**config.mk**
```make
export PLATFORM = sky130hd
export DESIGN_NAME = icache_bypass
export DESIGN_NICKNAME = d
export VERILOG_FILES = /design/src/icache_bypass_pkg.sv /design/src/bypass_port_fsm.sv /design/src/fetch_rr_arbiter.sv /design/src/refill_order_queue.sv /design/src/icache_bypass.sv
export SDC_FILE = /design/constraint.sdc
export NUM_CORES = 1
export LEC_CHECK = 0
export BUFFER_PORTS_ARGS = -buffer_cell sky130_fd_sc_hd__buf_4
export CORE_MARGIN = 5
export CORE_UTILIZATION = 44
export DETAILED_ROUTE_END_ITERATION = 16
export GPL_TIMING_DRIVEN = 1
export HOLD_SLACK_MARGIN = 0.1
export PLACE_DENSITY = 0.81
export SYNTH_ARGS = -nofsm -noshare
export SYNTH_HDL_FRONTEND = slang
export SYNTH_SLANG_ARGS = --single-unit
```
**constraint.sdc**
```tcl
create_clock -name clk_i -period 2.7 [get_ports clk_i]
set_clock_uncertainty 0.15 [all_clocks]
set_input_delay 0.135 -clock clk_i [delete_from_list [all_inputs] [get_ports clk_i]]
set_output_delay 0.135 -clock clk_i [all_outputs]
set_load 0.005 [all_outputs]
```
**src/icache_bypass_pkg.sv**
```systemverilog
//////////////////////////////////////////////////
// Shared sizes and types for the uncached fetch
// path. Import it where a size or type is needed.
//////////////////////////////////////////////////

package icache_bypass_pkg;

  // Number of fetch ports sharing the refill channel
  localparam int unsigned NR_FETCH_PORTS = 2;

  // Fetch and refill address width
  localparam int unsigned FETCH_AW = 32;

  // Width of one fetched instruction word
  localparam int unsigned FETCH_DW = 32;

  // Width of one refill line
  localparam int unsigned LINE_WIDTH = 128;

  // Byte offset bits within a word and within a line
  localparam int unsigned FETCH_ALIGN = $clog2(FETCH_DW / 8);
  localparam int unsigned LINE_ALIGN = $clog2(LINE_WIDTH / 8);

  localparam int unsigned WORDS_PER_LINE = LINE_WIDTH / FETCH_DW;

  // Most refill requests that may be outstanding at once
  localparam int unsigned RSP_QUEUE_DEPTH = 4;

  // A single port still needs one index bit
  localparam int unsigned PORT_IDX_W = (NR_FETCH_PORTS > 1) ? $clog2(NR_FETCH_PORTS) : 1;

  // One bit per fetch port, used one-hot for request owners
  typedef logic [NR_FETCH_PORTS-1:0] port_mask_t;

  // Binary index of a fetch port
  typedef logic [PORT_IDX_W-1:0] port_idx_t;

  // Life cycle of one uncached fetch on a port
  typedef enum logic [1:0] {
    Idle,
    RequestData,
    WaitResponse,
    PresentResponse
  } bypass_state_e;

endpackage

```
**src/bypass_port_fsm.sv**
```systemverilog
//////////////////////////////////////////////////
// Fetch FSM of one port. Requests a line refill,
// waits for its response, extracts the addressed
// word and presents it with a one-cycle ready.
//////////////////////////////////////////////////

`timescale 1ns/1ns

module bypass_port_fsm (
  input  logic                                   clk_i,
  input  logic                                   rst_i,

  input  logic                                   inst_valid_i,
  input  logic [icache_bypass_pkg::FETCH_AW-1:0] inst_addr_i,
  output logic [icache_bypass_pkg::FETCH_DW-1:0] inst_data_o,
  output logic                                   inst_error_o,
  output logic                                   inst_ready_o,

  output logic                                   port_req_o,
  input  logic                                   port_gnt_i,

  input  logic                                     rsp_take_i,
  input  logic [icache_bypass_pkg::LINE_WIDTH-1:0] line_data_i,
  input  logic                                     line_error_i
);

  import icache_bypass_pkg::*;

  bypass_state_e state_d, state_q;

  // The refill line viewed as an array of fetch words
  logic [WORDS_PER_LINE-1:0][FETCH_DW-1:0] line_words;
  logic [FETCH_DW-1:0]                     sel_word;

  assign line_words = line_data_i;
  // The source holds the address stable until the ready pulse
  assign sel_word   = line_words[inst_addr_i[LINE_ALIGN-1:FETCH_ALIGN]];

  always_comb begin
    state_d      = state_q;
    port_req_o   = 1'b0;
    inst_ready_o = 1'b0;
    unique case (state_q)
      Idle: begin
        if (inst_valid_i) begin
          state_d = RequestData;
        end
      end
      RequestData: begin
        port_req_o = 1'b1;
        if (port_gnt_i) begin
          state_d = WaitResponse;
        end
      end
      WaitResponse: begin
        if (rsp_take_i) begin
          state_d = PresentResponse;
        end
      end
      // Served from the data register for exactly one cycle
      PresentResponse: begin
        inst_ready_o = 1'b1;
        state_d      = Idle;
      end
      default: state_d = Idle;
    endcase
  end

  always_ff @(posedge clk_i) begin
    if (rst_i) begin
      state_q <= Idle;
    end else begin
      state_q <= state_d;
    end
  end

  // Loads on the edge where this port takes its line
  always_ff @(posedge clk_i) begin
    if (state_q == WaitResponse && rsp_take_i) begin
      inst_data_o  <= sel_word;
      inst_error_o <= line_error_i;
    end
  end

  // Each fetch ends in a single pulse and never in a level
  assert property (@(posedge clk_i) disable iff (rst_i) inst_ready_o |=> !inst_ready_o);

  // The arbiter only grants a port that is waiting to issue
  assert property (@(posedge clk_i) disable iff (rst_i)
    port_gnt_i |-> state_q == RequestData);

endmodule

```
**src/fetch_rr_arbiter.sv**
```systemverilog
//////////////////////////////////////////////////
// Round-robin arbiter over the port requests.
// Drives the line-aligned refill request and
// pushes the owner of each accepted request.
//////////////////////////////////////////////////

`timescale 1ns/1ns

module fetch_rr_arbiter (
  input  logic                                   clk_i,
  input  logic                                   rst_i,

  input  icache_bypass_pkg::port_mask_t          port_req_i,
  input  logic [icache_bypass_pkg::NR_FETCH_PORTS-1:0][icache_bypass_pkg::FETCH_AW-1:0]
                                                 port_addr_i,
  output icache_bypass_pkg::port_mask_t          port_gnt_o,

  input  logic                                   queue_full_i,

  output logic                                   refill_req_valid_o,
  output logic [icache_bypass_pkg::FETCH_AW-1:0] refill_req_addr_o,
  input  logic                                   refill_req_ready_i,

  output logic                                   push_o,
  output icache_bypass_pkg::port_mask_t          owner_o
);

  import icache_bypass_pkg::*;

  port_idx_t rr_ptr_q;
  logic      lock_q;
  port_idx_t lock_idx_q;

  logic      pick_valid;
  port_idx_t pick_idx;
  port_idx_t sel_idx;
  port_idx_t next_ptr;
  logic      accept;

  // First requesting port at or after the pointer
  always_comb begin
    int unsigned cand;
    pick_valid = 1'b0;
    pick_idx   = rr_ptr_q;
    for (int unsigned k = 0; k < NR_FETCH_PORTS; k++) begin
      cand = (rr_ptr_q + k) % NR_FETCH_PORTS;
      if (!pick_valid && port_req_i[cand]) begin
        pick_valid = 1'b1;
        pick_idx   = port_idx_t'(cand);
      end
    end
  end

  // A request once shown stays on the same port until it is taken
  assign sel_idx = lock_q ? lock_idx_q : pick_idx;

  assign refill_req_valid_o = lock_q | (pick_valid & ~queue_full_i);
  assign refill_req_addr_o  = {port_addr_i[sel_idx][FETCH_AW-1:LINE_ALIGN], {LINE_ALIGN{1'b0}}};

  assign accept  = refill_req_valid_o & refill_req_ready_i;
  assign owner_o = port_mask_t'(1) << sel_idx;
  assign push_o  = accept;

  assign port_gnt_o = accept ? owner_o : '0;

  assign next_ptr = (sel_idx == port_idx_t'(NR_FETCH_PORTS - 1)) ? '0 : sel_idx + 1'b1;

  always_ff @(posedge clk_i) begin
    if (rst_i) begin
      rr_ptr_q   <= '0;
      lock_q     <= 1'b0;
      lock_idx_q <= '0;
    end else if (accept) begin
      rr_ptr_q <= next_ptr;
      lock_q   <= 1'b0;
    end else if (refill_req_valid_o) begin
      lock_q     <= 1'b1;
      lock_idx_q <= sel_idx;
    end
  end

  // Needs the ports to keep their address while they wait
  assert property (@(posedge clk_i) disable iff (rst_i)
    refill_req_valid_o && !refill_req_ready_i |=>
      refill_req_valid_o && $stable(refill_req_addr_o) && $stable(owner_o));

endmodule

```
**src/refill_order_queue.sv**
```systemverilog
//////////////////////////////////////////////////
// FIFO of one-hot owners of outstanding refills.
// Responses come back in order, so the head entry
// names the port that takes the current response.
//////////////////////////////////////////////////

`timescale 1ns/1ns

module refill_order_queue (
  input  logic                          clk_i,
  input  logic                          rst_i,

  input  logic                          push_i,
  input  icache_bypass_pkg::port_mask_t owner_i,
  output logic                          full_o,

  input  logic                          refill_rsp_valid_i,
  output logic                          refill_rsp_ready_o,
  output icache_bypass_pkg::port_mask_t rsp_sel_o
);

  import icache_bypass_pkg::*;

  typedef logic [$clog2(RSP_QUEUE_DEPTH)-1:0]   qptr_t;
  typedef logic [$clog2(RSP_QUEUE_DEPTH+1)-1:0] qcnt_t;

  port_mask_t mem_q [RSP_QUEUE_DEPTH];
  qptr_t      wr_ptr_q;
  qptr_t      rd_ptr_q;
  qcnt_t      count_q;
  logic       pop;

  assign full_o             = (count_q == qcnt_t'(RSP_QUEUE_DEPTH));
  assign refill_rsp_ready_o = (count_q != '0);
  assign pop                = refill_rsp_valid_i & refill_rsp_ready_o;

  // Only the port owning the head sees the response
  assign rsp_sel_o = pop ? mem_q[rd_ptr_q] : '0;

  always_ff @(posedge clk_i) begin
    if (push_i) begin
      mem_q[wr_ptr_q] <= owner_i;
    end
  end

  always_ff @(posedge clk_i) begin
    if (rst_i) begin
      wr_ptr_q <= '0;
      rd_ptr_q <= '0;
      count_q  <= '0;
    end else begin
      if (push_i) begin
        wr_ptr_q <= (wr_ptr_q == qptr_t'(RSP_QUEUE_DEPTH - 1)) ? '0 : wr_ptr_q + 1'b1;
      end
      if (pop) begin
        rd_ptr_q <= (rd_ptr_q == qptr_t'(RSP_QUEUE_DEPTH - 1)) ? '0 : rd_ptr_q + 1'b1;
      end
      // Simultaneous push and pop leave the fill level alone
      if (push_i && !pop) begin
        count_q <= count_q + 1'b1;
      end else if (pop && !push_i) begin
        count_q <= count_q - 1'b1;
      end
    end
  end

  // The arbiter must hold back requests while the queue is full
  assert property (@(posedge clk_i) disable iff (rst_i) push_i |-> !full_o);

  // Memory only answers requests that were issued before
  assert property (@(posedge clk_i) disable iff (rst_i)
    refill_rsp_valid_i |-> refill_rsp_ready_o);

endmodule

```
**src/icache_bypass.sv**
```systemverilog
//////////////////////////////////////////////////
// Uncached fetch path top level. Several fetch
// ports share one line refill channel. Connect
// the refill port to an in-order line memory.
//////////////////////////////////////////////////

`timescale 1ns/1ns

module icache_bypass (
  input  logic                                       clk_i,
  input  logic                                       rst_i,

  input  logic [icache_bypass_pkg::NR_FETCH_PORTS-1:0]                  inst_valid_i,
  input  logic [icache_bypass_pkg::NR_FETCH_PORTS-1:0][icache_bypass_pkg::FETCH_AW-1:0]
                                                                        inst_addr_i,
  output logic [icache_bypass_pkg::NR_FETCH_PORTS-1:0][icache_bypass_pkg::FETCH_DW-1:0]
                                                                        inst_data_o,
  output logic [icache_bypass_pkg::NR_FETCH_PORTS-1:0]                  inst_error_o,
  output logic [icache_bypass_pkg::NR_FETCH_PORTS-1:0]                  inst_ready_o,

  output logic                                       refill_req_valid_o,
  output logic [icache_bypass_pkg::FETCH_AW-1:0]     refill_req_addr_o,
  input  logic                                       refill_req_ready_i,

  input  logic                                       refill_rsp_valid_i,
  input  logic [icache_bypass_pkg::LINE_WIDTH-1:0]   refill_rsp_data_i,
  input  logic                                       refill_rsp_error_i,
  output logic                                       refill_rsp_ready_o
);

  import icache_bypass_pkg::*;

  port_mask_t port_req;
  port_mask_t port_gnt;
  port_mask_t owner;
  port_mask_t rsp_sel;
  logic       push;
  logic       queue_full;

  // Line data and error go to every port and rsp_sel picks the taker
  for (genvar i = 0; i < NR_FETCH_PORTS; i++) begin : gen_port
    bypass_port_fsm i_bypass_port_fsm (
      .clk_i        ( clk_i              ),
      .rst_i        ( rst_i              ),
      .inst_valid_i ( inst_valid_i[i]    ),
      .inst_addr_i  ( inst_addr_i[i]     ),
      .inst_data_o  ( inst_data_o[i]     ),
      .inst_error_o ( inst_error_o[i]    ),
      .inst_ready_o ( inst_ready_o[i]    ),
      .port_req_o   ( port_req[i]        ),
      .port_gnt_i   ( port_gnt[i]        ),
      .rsp_take_i   ( rsp_sel[i]         ),
      .line_data_i  ( refill_rsp_data_i  ),
      .line_error_i ( refill_rsp_error_i )
    );
  end

  fetch_rr_arbiter i_fetch_rr_arbiter (
    .clk_i              ( clk_i              ),
    .rst_i              ( rst_i              ),
    .port_req_i         ( port_req           ),
    .port_addr_i        ( inst_addr_i        ),
    .port_gnt_o         ( port_gnt           ),
    .queue_full_i       ( queue_full         ),
    .refill_req_valid_o ( refill_req_valid_o ),
    .refill_req_addr_o  ( refill_req_addr_o  ),
    .refill_req_ready_i ( refill_req_ready_i ),
    .push_o             ( push               ),
    .owner_o            ( owner              )
  );

  // Remembers who owns each request in flight
  refill_order_queue i_refill_order_queue (
    .clk_i              ( clk_i              ),
    .rst_i              ( rst_i              ),
    .push_i             ( push               ),
    .owner_i            ( owner              ),
    .full_o             ( queue_full         ),
    .refill_rsp_valid_i ( refill_rsp_valid_i ),
    .refill_rsp_ready_o ( refill_rsp_ready_o ),
    .rsp_sel_o          ( rsp_sel            )
  );

endmodule

```
==> impl_metrics.toml <==
[timing]
setup-tns-final_ns = 0
slew_headroom = 0.3957
finalCritPeriodShare = 0.9560
maxClockFrequency_ghz = 0.3874
hold_slack_ns = 0.1337
worstMarginPinSlew_ns = 0.9064
rsz0062_at_grt = "no"
final-max-slew-violation-count = 0
period_needed_ns = 2.581
setup_viol = 0
hold_viol_final = 0

[grt]
grt_pass1_vias = 5485
overflow = 0
grt_usage = 0.2900
grt_first_pass_wirelength_mm = 31.37
grt_max_degree = 34
antenna_found_initial = 1

[clock_tree]
clkLatencyLatePin_ns = 0.33
htreeDepth = 3
cts_buffer_depth = 2
cts.clk_slew.worst_paths_ns = 0.06
cts_made_buffers = 9
root_buffer = "clkbuf_16"
clock_sinks = 90
postCtsSetupRepairBufs = 0
cts_tree = "done"

[route]
wirelength_mm = 20.63
drcViolationCount = 0
ant_nets = 0
drt-pass1-iter-count = 4
vias = 4793
drtIter0Drc = 242
wire_per_inst_um = 23.91
vias_per_cell = 5.554

[floorplan]
die_width_um = 118.1
std_cell_rows = 39
die_h_um = 118.1
io_pins = 301
die_area_um2 = 13960
start_util = 0.4507
core_um2 = 11420

[worst_setup_path]
cp_slowest_cell = "mux2_2"
critPathRequiredTime_ns = 2.41
timing.rr.start = "i_refill_order_queue.count_q[0]"
worstSetupPathType = "register to output pin"
startpoint = "gen_port[0].i_bypass_port_fsm.state_q[1]"
slowest_delay_ns = 0.35
crit_family = "buffers and inverters"
worstPathCellList = "inv_1 -> ha_2 -> nor2b_1 -> o211ai_2 -> and2_2 -> buf_12 -> mux2_2 -> buf_4"
cp-start-kind = "register"
worstPathBufferInverterCount = 3
crit_path_end_kind = "output pin"
critical_path.max_fanout = 32
cp.depth = 8
critPathArrivalTime_ns = 2.30
rr_worst_depth = 9

[min_path]
hold_depth = 5
hold_path_class = "input pin to register"
min_from = "refill_rsp_valid_i"

[power]
ir_drop_uv = 437.8
p_per_area_nw_per_um2 = 580.6
p_leak_uw = 0.003758

[synth]
synth_area_um2 = 5146
synth_cells = 300
yosys.area.top_type = "edfxtp_1"
ys_seq_area_frac = 0.4940
synth_edf_count = 74
synthFlopType = "edfxtp_1"
synth_cell_types = 41
yosysWarnings = 0
postSynthAreaPerCell_um2 = 17.15
synth_area_leaders = "edfxtp_1 43%, mux4_2 29%, dfxtp_1 6.2%, mux2_2 5.7%, ha_1 3.4%"
synth_top_area_frac = 0.4318
synth_seq_cells = 90
postSynth.asyncResetShare = 0

[place]
gp_congestion = 0.7935
port-buffer-count = 292
dp_hpwl_mm = 13.12

[layout]
fillers = 604
syn2layout_area_growth_pct = 75.18
final_nets = 928
final_layout_size_suffix_gt1_frac = 0.5869

[run_status]
status = "finished clean"

[flow_run]
maxCapViolations = 0
==> layout by cell type (no fill, tap or decap), types with 3 or more instances in the layout <==
cell type / instances
mux2i_1: 3
buf_4: 294
mux4_2: 66
ha_2: 3
clkbuf_16: 9
mux2_2: 26
ha_1: 11
inv_1: 12
nand2_1: 13
and2_2: 5
conb_1: 4
a21oi_1: 6
dlygate4sd3_1: 132
dfxtp_1: 15
nor2_1: 5
edfxtp_1: 74
clkbuf_1: 4
==> worst paths after layout <==
check	endpoint	slack, ns
worst min-delay path	register	0.13
worst max register to register	i_refill_order_queue.count_q[2]	0.14
worst max-delay path	refill_req_addr_o[21]	0.12
worst min register to register	i_fetch_rr_arbiter.rr_ptr_q	0.31
==> cell families (layout without fill, tap and decap cells) <==
family                   Yosys count  after routing  share of synthesized area
multiplexers                      97             97                     0.3559
flip-flops                        90             90                     0.4940
buffers and inverters             41            457                    0.03988
AND/OR/NAND/NOR                   36             36                    0.03939
AO/OA/AOI/OAI                     18             18                    0.02869
adder cells (fa/ha/maj)           15             15                    0.03793
XOR/XNOR                           2              2                   0.003404
other                              1              5                  0.0007287
==> power breakdown <==
group	total (uW)	internal, uW	leakage, uW	switching [uW]
Clock	1140	623	0.000124	519
Combinational	2300	1360	0.00284	944
Sequential	1790	1700	0.000797	95.7
Total	5230	3680	0.00376	1560
==> routing by layer <==
layer	track usage	vias up	wire, um
met1	0.2881	2339	6263
met3	0.1160	65	2244
met2	0.5401	342	11330
li1	-	2047	-
met5	0	-	0
met4	0.1054	0	798
==> worst reg2reg max path, stage by stage, from the launching register on <==
cell,delay [ns]
dfxtp_2,0.34
or3_1,0.39
and2_1,0.19
inv_2,0.08
ha_2,0.18
inv_1,0.07
fa_2,0.38
xor2_1,0.18
or3_4,0.37
a21oi_1,0.15
==> repair_timing <==
item / in CTS / in global routing
setup endpoints to repair: 0 / 29
gates resized for setup: 0 / 9
hold buffers: 132 / 0
endpoints found under the hold margin: 79 / 0
==> state kept, by name (all words and copies together) (netlist names), named ones only <==
register	count
gen_port.i_bypass_port_fsm.inst_data_o	64
i_refill_order_queue.mem_q	8
i_fetch_rr_arbiter.rr_ptr_q	1
i_fetch_rr_arbiter.lock_idx_q	1
i_refill_order_queue.count_q	3
i_fetch_rr_arbiter.lock_q	1
i_refill_order_queue.wr_ptr_q	2
gen_port.i_bypass_port_fsm.inst_error_o	2
gen_port.i_bypass_port_fsm.state_q	4
i_refill_order_queue.rd_ptr_q	2
==> cells in the mapped netlist (3+ instances only) <==
library cell,n
nor2_1,5
edfxtp_1,74
mux4_2,66
clkbuf_1,7
buf_4,11
and2_2,4
mux2_2,26
buf_1,3
mux2i_1,3
inv_1,13
ha_1,14
buf_2,6
nand2_1,13
dfxtp_1,16
a21oi_1,6
==> metrics by stage <==
stage          setup WS (ns)  cells  cell area [um^2]  utilization  total power [uW]
2_1_floorplan         0.1744    303              5157            -              2955
3_3_place_gp          0.1937    714              7416       0.6495              3706
3_5_place_dp         0.08257    714              7416       0.6495              3810
4_1_cts              0.03370    862              8995       0.7877              5140
5_1_grt              0.01241    863              9015       0.7895              5504
6_report              0.1188    863              9015       0.7895              5234
==> area by class of cell <==
class,instances,area [um^2],area share
diodes,1,2.502,0.0002776
clock buffers,13,240.2,0.02665
clock inverters,3,17.52,0.001943
inverters,14,55.05,0.006107
multi-input cells,172,2429,0.2694
flip-flops and latches,90,2544,0.2822
well taps,143,178.9,0.01985
repair buffers,427,3548,0.3936
No activity file was read; power rests on OpenSTA's default activity.
